--- src/common/husky_settings.svh ---
`ifndef HUSKY_SETTINGS_SVH
`define HUSKY_SETTINGS_SVH

// Register map of the host bus
`define HUSKY_REG_PWR         8'h10   // Bit 0 set powers the target off
`define HUSKY_REG_TRIG_MASK   8'h11   // One bit per trigger input
`define HUSKY_REG_TRIG_MODE   8'h12   // Bit 0 selects AND combine
`define HUSKY_REG_PIN_BASE    8'h14   // nRST, PDID, PDIC follow in order
`define HUSKY_REG_VERSION     8'h20   // Read by byte count

// Version word, least-significant byte goes out first
`define HUSKY_VERSION_WORD    32'h4855_0102
`define HUSKY_VERSION_BYTES   4

// Sizes
`define HUSKY_NUM_PINS        3
`define HUSKY_NUM_TRIG_IN     5
`define HUSKY_BYTECNT_BITS    7
`define HUSKY_SYNC_STAGES     2

// Values after reset
`define HUSKY_PWR_OFF_RST     1'b0    // Target powered
`define HUSKY_TRIG_MASK_RST   5'h00

`endif
--- src/common/husky_pkg.sv ---
`default_nettype none
`include "husky_settings.svh"

package husky_pkg;

   typedef logic [7:0] reg_addr_t;
   typedef logic [7:0] reg_data_t;

   // Byte index inside a multi-byte access
   typedef logic [`HUSKY_BYTECNT_BITS-1:0] bytecnt_t;

   // Bit 0..3 = io1..io4, bit 4 = nRST
   typedef logic [`HUSKY_NUM_TRIG_IN-1:0] trig_mask_t;

   // Internal register bus, strobes are one cycle wide
   typedef struct packed {
      reg_addr_t addr;
      bytecnt_t  bytecnt;
      reg_data_t wdata;
      logic      rd;
      logic      wr;
   } reg_bus_t;

   // Stored in bits 1:0 of a pin register
   typedef struct packed {
      logic level;    // Bit 1
      logic enable;   // Bit 0
   } pin_cfg_t;

   typedef enum logic [1:0] {
      IDLE,
      WRITE_HELD,
      READ_HELD
   } bus_state_t;

   typedef enum logic {
      TRIG_OR  = 1'b0,
      TRIG_AND = 1'b1
   } trig_mode_t;

endpackage

`default_nettype wire

--- src/husky_io_top.sv ---
`default_nettype none
`include "husky_settings.svh"

module husky_io_top (
   input  wire                          clk_usb,
   input  wire                          reset_i,
   input  wire husky_pkg::reg_addr_t    usb_addr_i,
   input  wire husky_pkg::reg_data_t    usb_data_i,
   input  wire                          usb_rdn_i,
   input  wire                          usb_wrn_i,
   input  wire                          usb_cen_i,
   input  wire                          usb_alen_i,
   input  wire [3:0]                    target_io_i,
   input  wire                          target_nrst_i,
   output wire husky_pkg::reg_data_t    usb_data_o,
   output wire                          usb_data_oe_o,
   output wire [`HUSKY_NUM_PINS-1:0]    target_pin_o,   // 0 = nRST, 1 = PDID, 2 = PDIC
   output wire [`HUSKY_NUM_PINS-1:0]    target_pin_oe_o,
   output wire                          target_power_on_o,
   output wire                          trigger_o
);
   import husky_pkg::*;

   reg_bus_t                         reg_bus;
   reg_data_t                        rd_data;
   reg_data_t                        rd_ctrl;
   reg_data_t [`HUSKY_NUM_PINS-1:0]  rd_pins;
   logic                             target_highz;

   usb_reg_bridge u_usb_reg_bridge (
      .clk_usb        (clk_usb),
      .reset_i        (reset_i),
      .usb_addr_i     (usb_addr_i),
      .usb_data_i     (usb_data_i),
      .usb_rdn_i      (usb_rdn_i),
      .usb_wrn_i      (usb_wrn_i),
      .usb_cen_i      (usb_cen_i),
      .usb_alen_i     (usb_alen_i),
      .rd_data_i      (rd_data),
      .usb_data_o     (usb_data_o),
      .usb_data_oe_o  (usb_data_oe_o),
      .reg_bus_o      (reg_bus)
   );

   target_ctrl u_target_ctrl (
      .clk_usb            (clk_usb),
      .reset_i            (reset_i),
      .reg_bus_i          (reg_bus),
      .trig_in_i          ({target_nrst_i, target_io_i}),   // nRST on top of io4..io1
      .rd_data_o          (rd_ctrl),
      .target_highz_o     (target_highz),
      .target_power_on_o  (target_power_on_o),
      .trigger_o          (trigger_o)
   );

   for (genvar g = 0; g < `HUSKY_NUM_PINS; g++) begin : gen_pins
      target_pin_ctrl #(
         .PIN_ADDR        (reg_addr_t'(`HUSKY_REG_PIN_BASE + g))
      ) u_target_pin_ctrl (
         .clk_usb         (clk_usb),
         .reset_i         (reset_i),
         .reg_bus_i       (reg_bus),
         .target_highz_i  (target_highz),
         .rd_data_o       (rd_pins[g]),
         .pin_o           (target_pin_o[g]),
         .pin_oe_o        (target_pin_oe_o[g])
      );
   end

   reg_read_mux u_reg_read_mux (
      .clk_usb    (clk_usb),
      .reset_i    (reset_i),
      .reg_bus_i  (reg_bus),
      .rd_ctrl_i  (rd_ctrl),
      .rd_pins_i  (rd_pins),
      .rd_data_o  (rd_data)
   );

endmodule

`default_nettype wire

--- src/reg_read_mux.sv ---
`default_nettype none
`include "husky_settings.svh"

module reg_read_mux (
   input  wire                                          clk_usb,
   input  wire                                          reset_i,
   input  wire husky_pkg::reg_bus_t                     reg_bus_i,
   input  wire husky_pkg::reg_data_t                    rd_ctrl_i,
   input  wire husky_pkg::reg_data_t [`HUSKY_NUM_PINS-1:0] rd_pins_i,
   output husky_pkg::reg_data_t                         rd_data_o
);
   import husky_pkg::*;

   localparam logic [31:0] VERSION_WORD = `HUSKY_VERSION_WORD;

   reg_data_t rd_version;
   reg_data_t rd_all;

   // One byte of the version word per read, LSB first
   always_comb begin
      rd_version = '0;
      if (reg_bus_i.rd && reg_bus_i.addr == `HUSKY_REG_VERSION
          && reg_bus_i.bytecnt < `HUSKY_VERSION_BYTES) begin
         rd_version = VERSION_WORD[{reg_bus_i.bytecnt[1:0], 3'b000} +: 8];
      end
   end

   always_comb begin
      rd_all = rd_ctrl_i | rd_version;
      for (int i = 0; i < `HUSKY_NUM_PINS; i++) begin
         rd_all = rd_all | rd_pins_i[i];
      end
   end

   always_ff @(posedge clk_usb) begin
      if (reset_i) rd_data_o <= '0;
      else         rd_data_o <= rd_all;
   end

   // Every register owner stays silent outside its read strobe
   a_quiet_without_read: assert property (@(posedge clk_usb) disable iff (reset_i)
      !reg_bus_i.rd |=> (rd_data_o == '0));

endmodule

`default_nettype wire

--- src/target_io/target_ctrl.sv ---
`default_nettype none
`include "husky_settings.svh"

module target_ctrl (
   input  wire                          clk_usb,
   input  wire                          reset_i,
   input  wire husky_pkg::reg_bus_t     reg_bus_i,
   input  wire husky_pkg::trig_mask_t   trig_in_i,
   output husky_pkg::reg_data_t         rd_data_o,
   output logic                         target_highz_o,
   output logic                         target_power_on_o,
   output logic                         trigger_o
);
   import husky_pkg::*;

   logic       pwr_off_q;
   trig_mask_t mask_q;
   trig_mode_t mode_q;
   trig_mask_t sync_q [`HUSKY_SYNC_STAGES];
   trig_mask_t trig_masked;
   logic       trig_any;
   logic       trig_all;

   always_ff @(posedge clk_usb) begin
      if (reset_i) begin
         pwr_off_q <= `HUSKY_PWR_OFF_RST;
         mask_q    <= `HUSKY_TRIG_MASK_RST;
         mode_q    <= TRIG_OR;
      end else if (reg_bus_i.wr) begin
         case (reg_bus_i.addr)
            `HUSKY_REG_PWR:       pwr_off_q <= reg_bus_i.wdata[0];
            `HUSKY_REG_TRIG_MASK: mask_q    <= reg_bus_i.wdata[`HUSKY_NUM_TRIG_IN-1:0];
            `HUSKY_REG_TRIG_MODE: mode_q    <= trig_mode_t'(reg_bus_i.wdata[0]);
            default: ;
         endcase
      end
   end

   // Readback only on our own addresses
   always_comb begin
      rd_data_o = '0;
      if (reg_bus_i.rd) begin
         case (reg_bus_i.addr)
            `HUSKY_REG_PWR:       rd_data_o[0] = pwr_off_q;
            `HUSKY_REG_TRIG_MASK: rd_data_o[`HUSKY_NUM_TRIG_IN-1:0] = mask_q;
            `HUSKY_REG_TRIG_MODE: rd_data_o[0] = mode_q;
            default: ;
         endcase
      end
   end

   assign target_highz_o    = pwr_off_q;
   assign target_power_on_o = !pwr_off_q;

   // Target I/O is asynchronous to clk_usb
   always_ff @(posedge clk_usb) begin
      if (reset_i) begin
         for (int i = 0; i < `HUSKY_SYNC_STAGES; i++) begin
            sync_q[i] <= '0;
         end
         trigger_o <= 1'b0;
      end else begin
         sync_q[0] <= trig_in_i;
         for (int i = 1; i < `HUSKY_SYNC_STAGES; i++) begin
            sync_q[i] <= sync_q[i-1];
         end
         trigger_o <= (mode_q == TRIG_AND) ? trig_all : trig_any;
      end
   end

   assign trig_masked = sync_q[`HUSKY_SYNC_STAGES-1] & mask_q;
   assign trig_any    = |trig_masked;
   assign trig_all    = (trig_masked == mask_q) && (|mask_q);   // Empty mask never fires

endmodule

`default_nettype wire

--- src/target_io/target_pin_ctrl.sv ---
`default_nettype none

module target_pin_ctrl #(
   parameter husky_pkg::reg_addr_t PIN_ADDR = 8'h00
) (
   input  wire                        clk_usb,
   input  wire                        reset_i,
   input  wire husky_pkg::reg_bus_t   reg_bus_i,
   input  wire                        target_highz_i,
   output husky_pkg::reg_data_t       rd_data_o,
   output logic                       pin_o,
   output logic                       pin_oe_o
);
   import husky_pkg::*;

   pin_cfg_t cfg_q;
   logic     hit;

   assign hit = (reg_bus_i.addr == PIN_ADDR);

   always_ff @(posedge clk_usb) begin
      if (reset_i) begin
         cfg_q <= '0;   // Pin floats
      end else if (reg_bus_i.wr && hit) begin
         cfg_q <= pin_cfg_t'(reg_bus_i.wdata[1:0]);
      end
   end

   always_comb begin
      rd_data_o = '0;
      if (reg_bus_i.rd && hit) rd_data_o[1:0] = cfg_q;
   end

   assign pin_o    = cfg_q.level;
   assign pin_oe_o = cfg_q.enable && !target_highz_i;   // Never drive an unpowered target

   // A pin starts driving only after its own write or when target power comes back
   a_no_drive_unpowered: assert property (@(posedge clk_usb) disable iff (reset_i)
      $rose(pin_oe_o) |-> ($past(reg_bus_i.wr && hit) || $fell(target_highz_i)));

endmodule

`default_nettype wire

--- src/usb_reg_bridge.sv ---
`default_nettype none

module usb_reg_bridge (
   input  wire                        clk_usb,
   input  wire                        reset_i,
   input  wire husky_pkg::reg_addr_t  usb_addr_i,
   input  wire husky_pkg::reg_data_t  usb_data_i,
   input  wire                        usb_rdn_i,
   input  wire                        usb_wrn_i,
   input  wire                        usb_cen_i,
   input  wire                        usb_alen_i,
   input  wire husky_pkg::reg_data_t  rd_data_i,
   output husky_pkg::reg_data_t       usb_data_o,
   output logic                       usb_data_oe_o,
   output husky_pkg::reg_bus_t        reg_bus_o
);
   import husky_pkg::*;

   bus_state_t state_q;
   logic       rdn_q;
   logic       wrn_q;
   logic       cen_q;
   logic       wr_start;
   logic       rd_start;
   reg_addr_t  addr_q;
   bytecnt_t   bytecnt_q;
   reg_data_t  wdata_q;
   logic       rd_stb_q;
   logic       wr_stb_q;
   logic       rd_cap_q;   // Mux output holds the read byte
   reg_data_t  rdata_q;

   // Host strobes are sampled once before the FSM looks at them
   always_ff @(posedge clk_usb) begin
      if (reset_i) begin
         rdn_q <= 1'b1;
         wrn_q <= 1'b1;
         cen_q <= 1'b1;
      end else begin
         rdn_q <= usb_rdn_i;
         wrn_q <= usb_wrn_i;
         cen_q <= usb_cen_i;
      end
   end

   assign wr_start = (state_q == IDLE) && !cen_q && !wrn_q;
   assign rd_start = (state_q == IDLE) && !cen_q && !rdn_q;

   always_ff @(posedge clk_usb) begin
      if (reset_i) begin
         state_q       <= IDLE;
         wr_stb_q      <= 1'b0;
         rd_stb_q      <= 1'b0;
         usb_data_oe_o <= 1'b0;
      end else begin
         wr_stb_q <= wr_start;
         rd_stb_q <= rd_start;
         case (state_q)
            IDLE: begin
               if (wr_start) begin
                  state_q <= WRITE_HELD;
               end else if (rd_start) begin
                  state_q       <= READ_HELD;
                  usb_data_oe_o <= 1'b1;
               end
            end
            WRITE_HELD: begin
               if (wrn_q) state_q <= IDLE;   // Wait for WRn to go back high
            end
            READ_HELD: begin
               if (rdn_q) begin
                  state_q       <= IDLE;
                  usb_data_oe_o <= 1'b0;
               end
            end
            default: state_q <= IDLE;
         endcase
      end
   end

   // Write data comes off the bus when the access starts
   always_ff @(posedge clk_usb) begin
      if (wr_start) wdata_q <= usb_data_i;
   end

   // ALEn restarts the byte count, each strobe advances it
   always_ff @(posedge clk_usb) begin
      if (reset_i) begin
         addr_q    <= '0;
         bytecnt_q <= '0;
      end else if (!usb_alen_i) begin
         addr_q    <= usb_addr_i;
         bytecnt_q <= '0;
      end else if (rd_stb_q || wr_stb_q) begin
         bytecnt_q <= bytecnt_q + 1'b1;
      end
   end

   always_ff @(posedge clk_usb) begin
      if (reset_i) begin
         rd_cap_q <= 1'b0;
         rdata_q  <= '0;
      end else begin
         rd_cap_q <= rd_stb_q;
         if (rd_cap_q) rdata_q <= rd_data_i;
      end
   end

   // Straight from the mux in the first valid cycle, then from the hold register
   assign usb_data_o = rd_cap_q ? rd_data_i : rdata_q;

   always_comb begin
      reg_bus_o.addr    = addr_q;
      reg_bus_o.bytecnt = bytecnt_q;
      reg_bus_o.wdata   = wdata_q;
      reg_bus_o.rd      = rd_stb_q;
      reg_bus_o.wr      = wr_stb_q;
   end

   a_strobe_excl: assert property (@(posedge clk_usb) disable iff (reset_i)
      !(rd_stb_q && wr_stb_q));

endmodule

`default_nettype wire

--- config.mk ---
export PLATFORM = sky130hd
export DESIGN_NAME = husky_io_top
export DESIGN_NICKNAME = d
export VERILOG_FILES = /design/src/common/husky_pkg.sv /design/src/husky_io_top.sv /design/src/reg_read_mux.sv /design/src/target_io/target_ctrl.sv /design/src/target_io/target_pin_ctrl.sv /design/src/usb_reg_bridge.sv
export VERILOG_INCLUDE_DIRS = /design/src /design/src/common
export SDC_FILE = /design/constraint.sdc
export NUM_CORES = 1
export LEC_CHECK = 0
export BUFFER_PORTS_ARGS = -buffer_cell sky130_fd_sc_hd__buf_2
export CELL_PAD_IN_SITES_DETAIL_PLACEMENT = 1
export CELL_PAD_IN_SITES_GLOBAL_PLACEMENT = 2
export CORE_MARGIN = 2
export CORE_UTILIZATION = 40
export CTS_BUF_LIST = sky130_fd_sc_hd__clkbuf_8
export CTS_CLUSTER_SIZE = 20
export DETAILED_ROUTE_END_ITERATION = 8
export PLACE_DENSITY = 0.84
export RECOVER_POWER = 25
export REMOVE_ABC_BUFFERS = 1
export SLEW_MARGIN = 5
export SYNTH_ARGS = -nofsm -noshare
export SYNTH_HDL_FRONTEND = slang
export SYNTH_SLANG_ARGS = --single-unit
--- constraint.sdc ---
create_clock -name clk_usb -period 3.7 [get_ports clk_usb]
set_input_delay 0.185 -clock clk_usb [delete_from_list [all_inputs] [get_ports clk_usb]]
set_output_delay 0.185 -clock clk_usb [all_outputs]
set_load 0.02 [all_outputs]
Word level (Yosys, flattened, before mapping) --
Memory sizes are Yosys's and may differ from the RTL's. Index checks and enable logic that the tools add are counted. Widths: inputs -> output; s select.
Cells by class: magnitude comparators 1, shift-type cells 1, add/sub/neg operators 1, bitwise logic cells 8, equality and inequality tests 15, reductions and logical operators 30, mux-type cells 23
Operators by type and width (count):
- $eq 8x5->1 const B | 6
- $shiftx 32x6->8 const A | 1
- $or 8x2->8 | 3
- $mux 8 | 2
- $logic_and 1x1->1 | 15
- $mux 5 | 3
- $mux 2 | 7
- $reduce_or 5->1 | 2
- $eq 8x6->1 const B | 1
- $or 5x8->8 | 1
- $add 7x1->7 const B | 1
- $lt 7x3->1 const B | 1
- $mux 1 | 7
- $ne 2x1->1 const B | 3
- $pmux 2 s3 | 1
- $reduce_and 2->1 | 3
- $and 5x5->5 | 1
- $eq 5x5->1 | 1
- $logic_not 1->1 | 4
- $mux 4 | 1
- $reduce_and 4->1 | 1
- $ne 3x1->1 const B | 1
- $pmux 1 s3 | 1
- $reduce_and 3->1 | 1
- other kinds (10) | 11
Word-level totals: bits in writable memories 10, bits in registers 59, memories 1, output and inout bits 17, logic and storage cells 103
Memory list:
- u_target_ctrl.sync_q | words 2, width 5, read ports 2, clocked after Yosys merged registers in 0, wr ports 2, RTL line target_ctrl.sv:19 | trig_mask_t sync_q [`HUSKY_SYNC_STAGES];

Longest topological paths before layout --
Gate-level depths: netlist of run 1.
depth after elaboration 8, gate-level depth with buffers 5, depth with buffers taken out 4

By module --
A second synthesis of run 1 with hierarchy kept.
Second synthesis, totals: cells, all modules 305, area, all modules 3176.8 um^2
Modules (own cells, without submodules):
- usb_reg_bridge | cells an instance 124, area an instance 1430.1 um^2, seq. area each 880.8 um^2, instances 1
- target_ctrl | cells an instance 78, area an instance 750.7 um^2, seq. area each 360.3 um^2, instances 1
- reg_read_mux | cells an instance 37, area an instance 409.1 um^2, seq. area each 160.2 um^2, instances 1
- target_pin_ctrl at gen_pins[1].u_target_pin_ctrl ... | cells an instance 22, area an instance 195.2 um^2, seq. area each 40.0 um^2, instances 2
- target_pin_ctrl at gen_pins[0].u_target_pin_ctrl | cells an instance 22, area an instance 196.4 um^2, seq. area each 40.0 um^2, instances 1

Worst setup path before layout of run 1 --
OpenSTA, ideal clock, no wires.
kind register -> register, from register u_usb_reg_bridge.state_q[1], to register u_usb_reg_bridge.wdata_q[0], enable pin, data required time 3.360 ns, cell stages (with the launch flop) 3, setup time 0.340 ns, clock period less this slack 1.300 ns, path slack 2.400 ns, buffers on the path 0, arrival 0.960 ns, cells stage by stage dfxtp_1 > or3_1 > nor2_1
On the way: longest elaborated chain between the ends 3
RTL lines:
- from (decl) | RTL line usb_reg_bridge.sv:19 | bus_state_t state_q;
- from (signal assigned) | RTL line usb_reg_bridge.sv:51 | state_q <= IDLE;
- from (signal assigned) | RTL line usb_reg_bridge.sv:61 | state_q <= WRITE_HELD;
- from (signal assigned) | RTL line usb_reg_bridge.sv:63 | state_q <= READ_HELD;
- $logic_not 2->1 | RTL line usb_reg_bridge.sv:46 | assign wr_start = (state_q == IDLE) && !cen_q && !wrn_q;
- $logic_and 1x1->1 (2 in a row) | RTL line usb_reg_bridge.sv:46
- via u_usb_reg_bridge.wr_start | RTL line usb_reg_bridge.sv:23 | logic wr_start;
- to (signal assigned) | RTL line usb_reg_bridge.sv:83 | if (wr_start) wdata_q <= usb_data_i;
- to (decl) | RTL line usb_reg_bridge.sv:27 | reg_data_t wdata_q;
The timed path passes the listed nets, and every way through them passes these cells. A chain may end at the register's enable or synchronous reset.

Worst setup path after layout of run 1 --
from input reset_i, to register u_target_ctrl.trigger_o
RTL lines:
- from (decl) | RTL line husky_io_top.sv:6 | input wire reset_i,
- to (signal assigned) | RTL line target_ctrl.sv:67 | trigger_o <= (mode_q == TRIG_AND) ? trig_all : trig_any;
- to (decl) | RTL line target_ctrl.sv:12 | output logic trigger_o
No word-level cell between the ends.

==> results of run 1 <==
-- worst max-delay path by stage --
stage                                                        from                                endpoint  slack, ns  cells after the start
after floorplan           u_usb_reg_bridge.addr_q[1]$_SDFFE_PP0N_  u_reg_read_mux.rd_data_o[1]$_SDFF_PP0_       2.32                      4
after global placement    u_usb_reg_bridge.addr_q[1]$_SDFFE_PP0N_  u_reg_read_mux.rd_data_o[1]$_SDFF_PP0_       2.14                      4
after detailed placement  u_usb_reg_bridge.addr_q[1]$_SDFFE_PP0N_  u_reg_read_mux.rd_data_o[1]$_SDFF_PP0_       2.15                      4
after CTS                    u_usb_reg_bridge.rd_cap_q$_SDFF_PP0_                           usb_data_o[1]       2.05                      2
after global routing                                      reset_i  u_reg_read_mux.rd_data_o[3]$_SDFF_PP0_       1.45                      3
final                                                     reset_i      u_target_ctrl.trigger_o$_SDFF_PP0_       1.70                      3
-- stage by stage --
stage	setup WS, ns	hold WS [ns]
2_1_floorplan	2.32	0.247
3_3_place_gp	2.14	0.362
3_5_place_dp	2.15	0.364
4_1_cts	2.05	0.00607
5_1_grt	1.45	0.0417
6_report	1.70	0.0434
-- where the power goes --
part / internal, mW / leakage [nW] / total (mW) / switching [mW]
registers: 0.744 / 0.550 / 0.759 / 0.0153
clock network: 0.378 / 0.107 / 0.658 / 0.280
logic: 0.0327 / 0.718 / 0.0630 / 0.0303
-- worst register-to-register path, cell delays in order, from the launching register on --
cell     delay, ns
dfxtp_1       0.59
mux2_1        0.38
a32o_1        0.23
a22oi_2       0.17
a21oi_2       0.07
-- synth_stat cells, drive strengths merged --
library cell / instances / area [um2]
and4: 1 / 10.0
inv: 8 / 30.0
o2111ai: 2 / 17.5
nor3b: 2 / 25.0
and3: 1 / 6.26
xor2: 3 / 26.3
nor2: 32 / 120
edfxtp: 5 / 150
a21oi: 9 / 48.8
o21bai: 1 / 7.51
o21ai: 7 / 35.0
nor4: 3 / 18.8
or2: 3 / 18.8
clkbuf: 6 / 22.5
buf: 9 / 66.3
dfxtp: 62 / 1240
nand2b: 3 / 18.8
nor2b: 25 / 156
a221oi: 1 / 8.76
a32o: 2 / 20.0
a222oi: 2 / 20.0
nand3: 6 / 35.0
mux2i: 22 / 220
and4bb: 2 / 25.0
ha: 3 / 37.5
nand2: 8 / 30.0
nand4: 1 / 6.26
and2b: 1 / 7.51
nor3: 3 / 20.0
mux2: 9 / 105
a22oi: 3 / 27.5
nor4b: 4 / 50.1
xnor2: 1 / 8.76
or3: 3 / 18.8
-- logic make-up (layout without fill, tap and decap cells) --
| family | count (synthesis) | after routing | synth area share (%) |
|---|---|---|---|
| XOR/XNOR | 4 | 4 | 1.32 |
| flip-flops | 67 | 67 | 52.3 |
| AND/OR/NAND/NOR | 98 | 98 | 21.3 |
| multiplexers | 31 | 31 | 12.2 |
| adder cells (fa/ha/maj) | 3 | 3 | 1.41 |
| buffers and inverters | 23 | 73 | 4.47 |
| AO/OA/AOI/OAI | 27 | 27 | 6.96 |
-- layer usage --
layer	vias up	wire, um	GRT usage [%]
met5	-	0	0
met4	0	122	8.66
met3	12	186	4.62
met2	34	2520	26.1
met1	891	2500	20.5
li1	958	-	-
-- layout make-up --
class	instances	share of cell area (%)
flip-flops and latches	67	43.9
multi-input cells	163	36.3
repair buffers	49	8.93
clock buffers	9	3.91
well taps	77	3.04
clock inverters	7	2.92
inverters	8	0.948
-- cells in the final DEF, fill, tap and decap left out, types with 5 or more instances in the layout --
master	instances
dfxtp_1	62
dlygate4sd3_1	8
nor2_1	32
clkbuf_8	9
mux2_1	8
nand2_1	8
nor2b_1	25
a21oi_1	8
mux2i_1	22
buf_2	39
inv_1	9
edfxtp_1	5
o21ai_0	5
nand3_1	5
-- flip-flops by register name, summed over array words and instances (netlist names), 2 cells and up --
name	flops
u_reg_read_mux.rd_data_o	6
u_target_ctrl.sync_q	10
u_target_ctrl.mask_q	5
u_usb_reg_bridge.state_q	2
u_usb_reg_bridge.wdata_q	5
u_usb_reg_bridge.addr_q	8
u_usb_reg_bridge.bytecnt_q	7
gen_pins.u_target_pin_ctrl.pin_o	3
gen_pins.u_target_pin_ctrl.cfg_q	3
u_usb_reg_bridge.rdata_q	8
-- repair_timing --
item / 4_1_cts / 5_1_grt
hold buffers: 7 / 1
buffers inserted: 0 / 0
hold endpoints to repair: 7 / 1
==> results_dict.tcl, run 1 <==
set metrics [dict create \
    outcome "complete, no violations" \
    whs_path_depth 2 \
    h-tree-depth 3 \
    clk_latency_ns 0.34 \
    grt_use_total_pct 16.5 \
    cts_tree "done" \
    startpoint_type "input pin" \
    setup-tns-final_ns 0 \
    crit_family "buffers and inverters" \
    crit_fanout 31 \
    power_density_nw_per_um2 467 \
    cts_root_buf "clkbuf_8" \
    initialDrtViolationCount 52 \
    crit_chain "clkbuf_1, clkbuf_1, a221oi_1" \
    hold_viol_final 0 \
    antenna_found_initial 0 \
    rsz0062_at_grt "false" \
    rows 29 \
    drcViolationCount 0 \
    reg2reg_from "u_usb_reg_bridge.addr_q[1]$_SDFFE_PP0N_" \
    start_util_pct 41.7 \
    r2r_end "u_reg_read_mux.rd_data_o[1]$_SDFF_PP0_" \
    clock_skew_ns 0.00564 \
    drv_cap 0 \
    yosysSeqAreaShare_pct 52.3 \
    cp_slowest_cell "clkbuf_1" \
    post-route-util_pct 49.6 \
    hold_start "target_io_i[0]" \
    fin_crit_ns 2.00 \
    placed_cells 356 \
    io_buffer_count 40 \
    die_w_um 85.6 \
    area.growth.synth_to_final_pct 19.0 \
    hold_end "u_target_ctrl.sync_q[0][0]$_SDFF_PP0_" \
    vias 1895 \
    grt_overflow 0 \
    cp_num_buf_inv 2 \
    crit_top_cell "clkbuf_1" \
    synth_cell_types 43 \
    die_h_um 85.6 \
    leakagePower_nw 1.38 \
    fillers 725 \
    grt_max_degree 32 \
    slew_headroom_pct 14.5 \
    tightestPinTransition_ns 1.28 \
    critPathMaxStageDelay_ns 0.93 \
    syn_area_um2 2660 \
    antenna_cells 0 \
    reg2reg_depth 4 \
    grt_pass1_wl_um 9290 \
    synth.avg_cell_area_um2 10.5 \
    netlist_instances 253 \
    dr.pass1.iters 4 \
    yosysWarnings 0 \
    hold_class "input pin to flop" \
    place_area_um2 2880 \
    post_drt_via_cell_ratio 4.99 \
    finalSetupViolCount 0 \
    wl_per_cell_um 14.0 \
    routabilityCongestion 0.765 \
    multi_input_area_um2 1150 \
    drive_above_1_share_pct 21.5 \
    stdcell_count 380 \
    clock_sinks 67 \
    ios 44 \
    arrival_ns 2.16 \
    grt_pass1_vias 1964 \
    fmax_mhz 500 \
    power_mw 1.48 \
    end_kind "flop" \
    final_nets 328 \
    path_clk_slew_ns 0.07 \
    ant_nets 0 \
    path_class "input pin to flop" \
    cts_resized 0 \
    clock_path_buffers 2 \
    seq_area_um2 1390 \
    coreArea_um2 6390 \
    cts_buffers 9 \
    final_area_um2 3170 \
    cp.required_ns 3.86 \
    irDropWorstVdd_v 0.000259 \
    period_share_pct 54.1 \
    ys_seq_elements 67 \
    slew_viol_final 0 \
    dp_hpwl_um 3750 \
    r2r_slack_ns 2.10 \
    routed_wl_um 5330 \
    dieArea_um2 7320 \
]
Power figures use the tool's default switching activity.
==> inputs of run 2 (changes only) <==
Settings changed: CORE_UTILIZATION 40 to 37, PLACE_DENSITY 0.84 to 0.78.
Clock period 3.7 ns to 2 ns, I/O delays scaled along.
==> run 2 against run 1 <==
  * Power up 77%
  * Cell area up 3.8%
  * Routed wire length up 2.6%
  * Global-route usage down 1.0 points
==> results_dict.tcl, run 2 (synthesis gave the netlist of run 1 again) <==
set metrics [dict create \
    cts_buffers 9 \
    irDropWorstVdd_v 0.000351 \
    start_util_pct 38.7 \
    period_share_pct 77.0 \
    wl_per_cell_um 13.3 \
    die_h_um 88.8 \
    setup-tns-final_ns 0 \
    seq_area_um2 1390 \
    drv_cap 0 \
    post_drt_via_cell_ratio 4.75 \
    fin_crit_ns 1.54 \
    final_common_cell "dfxtp_1" \
    grt_pass1_wl_um 9030 \
    outcome "complete, no violations" \
    dieArea_um2 7880 \
    end_kind "flop" \
    clock_path_buffers 2 \
    top_regs "u_target_ctrl.sync_q x10, u_usb_reg_bridge.addr_q x8, u_usb_reg_bridge.rdata_q x8" \
    cts_root_buf "clkbuf_8" \
    placed_cells 375 \
    rows 30 \
    fillers 786 \
    largest_register "u_target_ctrl.sync_q" \
    hold_viol_final 0 \
    slew_headroom_pct 30.7 \
    path_class "flop to flop" \
    dr.pass1.iters 5 \
    leakagePower_nw 1.42 \
    multi_input_area_um2 1150 \
    io_buffer_count 40 \
    tightestPinTransition_ns 1.04 \
    final_nets 340 \
    path_clk_slew_ns 0.07 \
    antenna_cells 0 \
    clock_skew_ns 0.0101 \
    vias 1954 \
    fmax_mhz 650 \
    place_area_um2 2910 \
    final_area_um2 3290 \
    grt_max_degree 33 \
    cp.required_ns 2.20 \
    slew_viol_final 0 \
    h-tree-depth 3 \
    die_w_um 88.8 \
    drive_above_1_share_pct 20.6 \
    stdcell_count 411 \
    clk_latency_ns 0.34 \
    routabilityCongestion 0.793 \
    coreArea_um2 6870 \
    hold_slack_ns 0.0133 \
    largest_reg_flops 10 \
    drcViolationCount 0 \
    ant_nets 0 \
    ios 44 \
    area.growth.synth_to_final_pct 23.5 \
    grt_pass1_vias 1897 \
    arrival_ns 1.74 \
    initialDrtViolationCount 37 \
    antenna_found_initial 0 \
    post-cts-setup-buffers 0 \
    rsz0062_at_grt "false" \
    final_cell_mix "62 x dfxtp_1, 38 x buf_2, 32 x nor2_1" \
    dp_hpwl_um 3750 \
    grt_use_total_pct 15.5 \
    finalSetupViolCount 0 \
    routed_wl_um 5470 \
    crit_fanout 10 \
    hold_class "input pin to flop" \
    power_density_nw_per_um2 797 \
    grt_overflow 0 \
    clock_sinks 67 \
    cts_tree "done" \
    startpoint_type "flop" \
]
-- run 2: cell types whose count changed in the layout (fill, tap and decap cells not counted) --
cell | before | now
buf_2 | 39 | 38
clkbuf_2 | 0 | 1
dlygate4sd3_1 | 8 | 20
bufinv_16 | 2 | 1
clkinv_2 | 1 | 2
-- run 2: power by group --
| group | internal [mW] | switching (mW) | total [mW] |
|---|---|---|---|
| Sequential | 1.38 | 0.0275 | 1.40 |
| Combinational | 0.0756 | 0.0598 | 0.135 |
| Clock | 0.570 | 0.509 | 1.08 |
-- run 2: worst paths after layout --
path                                             endpoint                               startpoint  depth (start not counted)  slack, ns
hold reg to reg     u_target_ctrl.sync_q[0][9]$_SDFF_PP0_    u_target_ctrl.sync_q[0][4]$_SDFF_PP0_                          1       0.44
setup / recovery   u_reg_read_mux.rd_data_o[1]$_SDFF_PP0_  u_usb_reg_bridge.addr_q[1]$_SDFFE_PP0N_                          4       0.46
hold / removal    u_usb_reg_bridge.addr_q[5]$_SDFFE_PP0N_                            usb_addr_i[5]                          3       0.01
setup reg to reg   u_reg_read_mux.rd_data_o[1]$_SDFF_PP0_  u_usb_reg_bridge.addr_q[1]$_SDFFE_PP0N_                          4       0.46
-- run 2: layout make-up --
cell class              count  share of cell area (%)
flip-flops and latches     67                    42.3
well taps                  96                    3.66
repair buffers             61                    12.3
inverters                   8                   0.914
clock buffers               9                    3.77
multi-input cells         163                    35.0
clock inverters             7                    2.06
-- run 2: timing repair --
action                    in CTS  in global routing
hold endpoints to repair      20                  0
resized for setup              0                  0
hold buffers                  20                  0
-- run 2: per-stage QoR --
step,power (mW),setup WS (ns),util (%)
6_report,2.62,0.461,47.8
3_5_place_dp,1.55,0.505,42.4
2_1_floorplan,1.48,0.625,-
3_3_place_gp,1.54,0.492,42.4
4_1_cts,2.67,0.417,48.1
5_1_grt,2.74,0.349,47.8
-- run 2: worst max-delay path, stage by stage (launching register included) --
cell and delay, ns:
dfxtp_1 0.56, mux2_1 0.37, a32o_1 0.23, a22oi_2 0.17
a21oi_2 0.07
-- run 2: routing by layer --
layer	global-route usage (%)	vias up	routed length (um)
li1	-	975	-
met1	18.6	937	2560
met2	25.4	32	2620
met3	3.92	10	158
met4	8.26	0	123
met5	0	-	0
==> inputs of run 3 (changes only) <==
Settings changed: ABC_AREA set to 1, CORE_UTILIZATION 37 to 31, PLACE_DENSITY 0.78 to 0.75.
Clock period 2 ns to 1.3 ns, I/O delays scaled along.
==> run 3 against run 2 <==
  * Maximum frequency increased by 19%
  * Area after synthesis increased by 5.0%
  * Hold slack better by 0.0087 ns
  * Die area grew 24%
  * First-iteration DRC count up 38%
  * Register-to-register slack got worse by 0.46 ns
  * Largest cell class unchanged
==> results_dict.tcl, run 3 <==
set metrics [dict create \
    reg2reg_depth 10 \
    yosysWarnings 0 \
    final_area_um2 3560 \
    syn_area_um2 2790 \
    hold_class "input pin to flop" \
    post_drt_via_cell_ratio 4.42 \
    leakagePower_nw 1.54 \
    ios 44 \
    h-tree-depth 3 \
    crit_chain "inv_2, nand2_4, nor2_4, buf_12, nand2_4, nor2_4, nand2_1, nand2_1, nor2_1, nor2_1" \
    rsz0062_at_grt "true" \
    yosysSeqAreaShare_pct 49.8 \
    grt_overflow 0 \
    start_util_pct 32.0 \
    io_buffer_count 40 \
    cts_root_buf "clkbuf_8" \
    final_nets 441 \
    hold_viol_final 0 \
    synth_edf_count 5 \
    dominantRegCellSynth "dfxtp_1" \
    path_clk_slew_ns 0.07 \
    swShare_pct 23.5 \
    dp_hpwl_um 4760 \
    clk_latency_ns 0.34 \
    clock_skew_ns 0.00513 \
    whs_path_depth 3 \
    netlist_instances 346 \
    crit_fanout 4 \
    critPathMaxStageDelay_ns 0.31 \
    dieArea_um2 9780 \
    power_frac_comb_pct 8.0 \
    power_density_nw_per_um2 1170 \
    cp_num_buf_inv 2 \
    grt_pass1_vias 2451 \
    ant_nets 0 \
    die_w_um 98.9 \
    irDropWorstVdd_v 0.000662 \
    clock_path_buffers 2 \
    largest_reg_flops 10 \
    drv_cap 0 \
    seqPwrFrac_pct 51.7 \
    yosysTopAreaCellShare_pct 44.4 \
    end_kind "flop" \
    path_class "flop to flop" \
    period_share_pct 99.9 \
    yosysMostFrequentCell "dfxtp_1" \
    dr.pass1.iters 4 \
    routed_wl_um 6550 \
    vias 2318 \
    area.growth.synth_to_final_pct 27.3 \
    place_area_um2 3110 \
    drive_above_1_share_pct 28.6 \
    ys_seq_elements 67 \
    fillers 1049 \
    largest_register "u_target_ctrl.sync_q" \
    arrival_ns 1.57 \
    power_mw 4.17 \
    synth.avg_cell_area_um2 8.07 \
    coreArea_um2 8720 \
    startpoint_type "flop" \
    fmax_mhz 770 \
    synth_common_cells "62 x dfxtp_1, 50 x inv_1, 46 x nand2_1, 42 x nor2_1, 34 x a21oi_1" \
    synth_top_area_cell "dfxtp_1" \
    tightestPinTransition_ns 0.315 \
    seq_area_um2 1410 \
    async_flop_share_pct 0 \
    top_regs "u_target_ctrl.sync_q x10, u_usb_reg_bridge.addr_q x8, u_usb_reg_bridge.rdata_q x8" \
    rows 34 \
    setup-tns-final_ns 0 \
    grt_max_degree 19 \
    p_switching_uw 981 \
    cts_tree "done" \
    final_common_cell "dfxtp_1" \
    multi_input_area_um2 1130 \
    outcome "complete, no violations" \
    synth_cell_types 30 \
    routabilityCongestion 0.737 \
    crit_family "simple AND/OR/NAND/NOR gates" \
    clock_sinks 67 \
    slew_viol_final 0 \
    pwr-share-clk_pct 40.3 \
    antenna_cells 0 \
    hold_slack_ns 0.0220 \
    cp.required_ns 1.58 \
    p_int_mw 3.19 \
    drcViolationCount 0 \
    grt_pass1_wl_um 11100 \
    grt_use_total_pct 14.3 \
    final_cell_mix "53 x dfxtp_1, 48 x inv_1, 44 x nand2_1" \
    initialDrtViolationCount 51 \
    die_h_um 98.9 \
    finalSetupViolCount 0 \
    wl_per_cell_um 12.5 \
    cp_slowest_cell "dfxtp_1" \
    slew_headroom_pct 78.9 \
    synthTopCellsByArea "dfxtp_1 44%, inv_1 6.7%, nand2_1 6.2%" \
    cp.depth 10 \
    cts_buffers 9 \
    fin_crit_ns 1.30 \
    antenna_found_initial 0 \
]
[run 3: cell types whose count changed after synthesis, sizes merged, moves of 5 or more]
| cell | change |
|---|---|
| inv | +44 |
| nand2 | +43 |
| a21oi | +28 |
| nor2b | -25 |
| mux2i | -22 |
| nor2 | +21 |
| o21ai | +20 |
| nand3 | +10 |
| mux2 | -9 |
| nand4 | +5 |
[run 3: final timing paths]
path / to / slack, ns / from
worst min-delay path: u_usb_reg_bridge.addr_q[0]$_SDFFE_PP0N_ / 0.02 / usb_addr_i[0]
worst max register to register: u_reg_read_mux.rd_data_o[1]$_SDFF_PP0_ / 0.001 / u_usb_reg_bridge.addr_q[6]$_SDFFE_PP0N_
worst max-delay path: u_reg_read_mux.rd_data_o[1]$_SDFF_PP0_ / 0.001 / u_usb_reg_bridge.addr_q[6]$_SDFFE_PP0N_
worst min register to register: u_target_ctrl.sync_q[0][6]$_SDFF_PP0_ / 0.40 / u_target_ctrl.sync_q[0][1]$_SDFF_PP0_
[run 3: stage by stage]
stage	utilization [%]	setup slack, ns	std cells
floorplan	-	0.0807	329
global placement	35.7	-0.000528	488
detailed placement	35.7	-0.0141	488
CTS	39.7	0.0138	520
global route	40.8	-0.0742	524
finish	40.8	0.00129	524
[run 3: final cells by class]
type,instances,share of cell area [%]
Multi-Input combinational cell,210,31.9
Sequential cell,67,39.5
Inverter,52,5.49
Clock buffer,10,3.87
Timing Repair Buffer,71,14.0
Tap cell,108,3.80
Clock inverter,6,1.44
[run 3: what timing repair did]
item	CTS	global route
endpoints found under the hold margin	16	0
endpoints found under the setup margin	8	25
pin swaps	0	7
gates resized for setup	4	24
hold buffers	16	0
buffers inserted	0	4
[run 3: power groups by stage]
stage | clock [mW] | sequential, mW | combinational [mW]
after CTS | 1.74 | 2.15 | 0.305
after global placement | 0 | 2.20 | 0.257
final | 1.68 | 2.16 | 0.333
after floorplan | 0 | 2.20 | 0.135
after detailed placement | 0 | 2.20 | 0.265
after global routing | 1.83 | 2.16 | 0.374
[run 3: worst reg2reg max path, cell delays in order, from the launching register on]
cell     delay (ns)
dfxtp_1        0.31
inv_2          0.07
nand2_4        0.06
nor2_4         0.14
buf_12         0.14
nand2_4        0.06
nor2_4         0.15
nand2_1        0.08
nand2_1        0.06
nor2_1         0.06
nor2_1         0.11
[run 3: kinds of logic after synthesis]
kind of cell | after synthesis | share of synthesized area (%)
simple gates | 139 | 24.9
buf+inv | 69 | 11.0
compound gates | 67 | 12.6
flops | 67 | 49.8
fa+ha+maj | 3 | 1.34
xor+xnor | 1 | 0.314
[run 3: layer usage]
metal,up-vias,wire length (um),track usage (%)
met5,-,0,0
met4,0,125,5.69
met3,11,217,3.83
met2,39,3240,24.8
met1,1045,2970,16.6
li1,1223,-,-
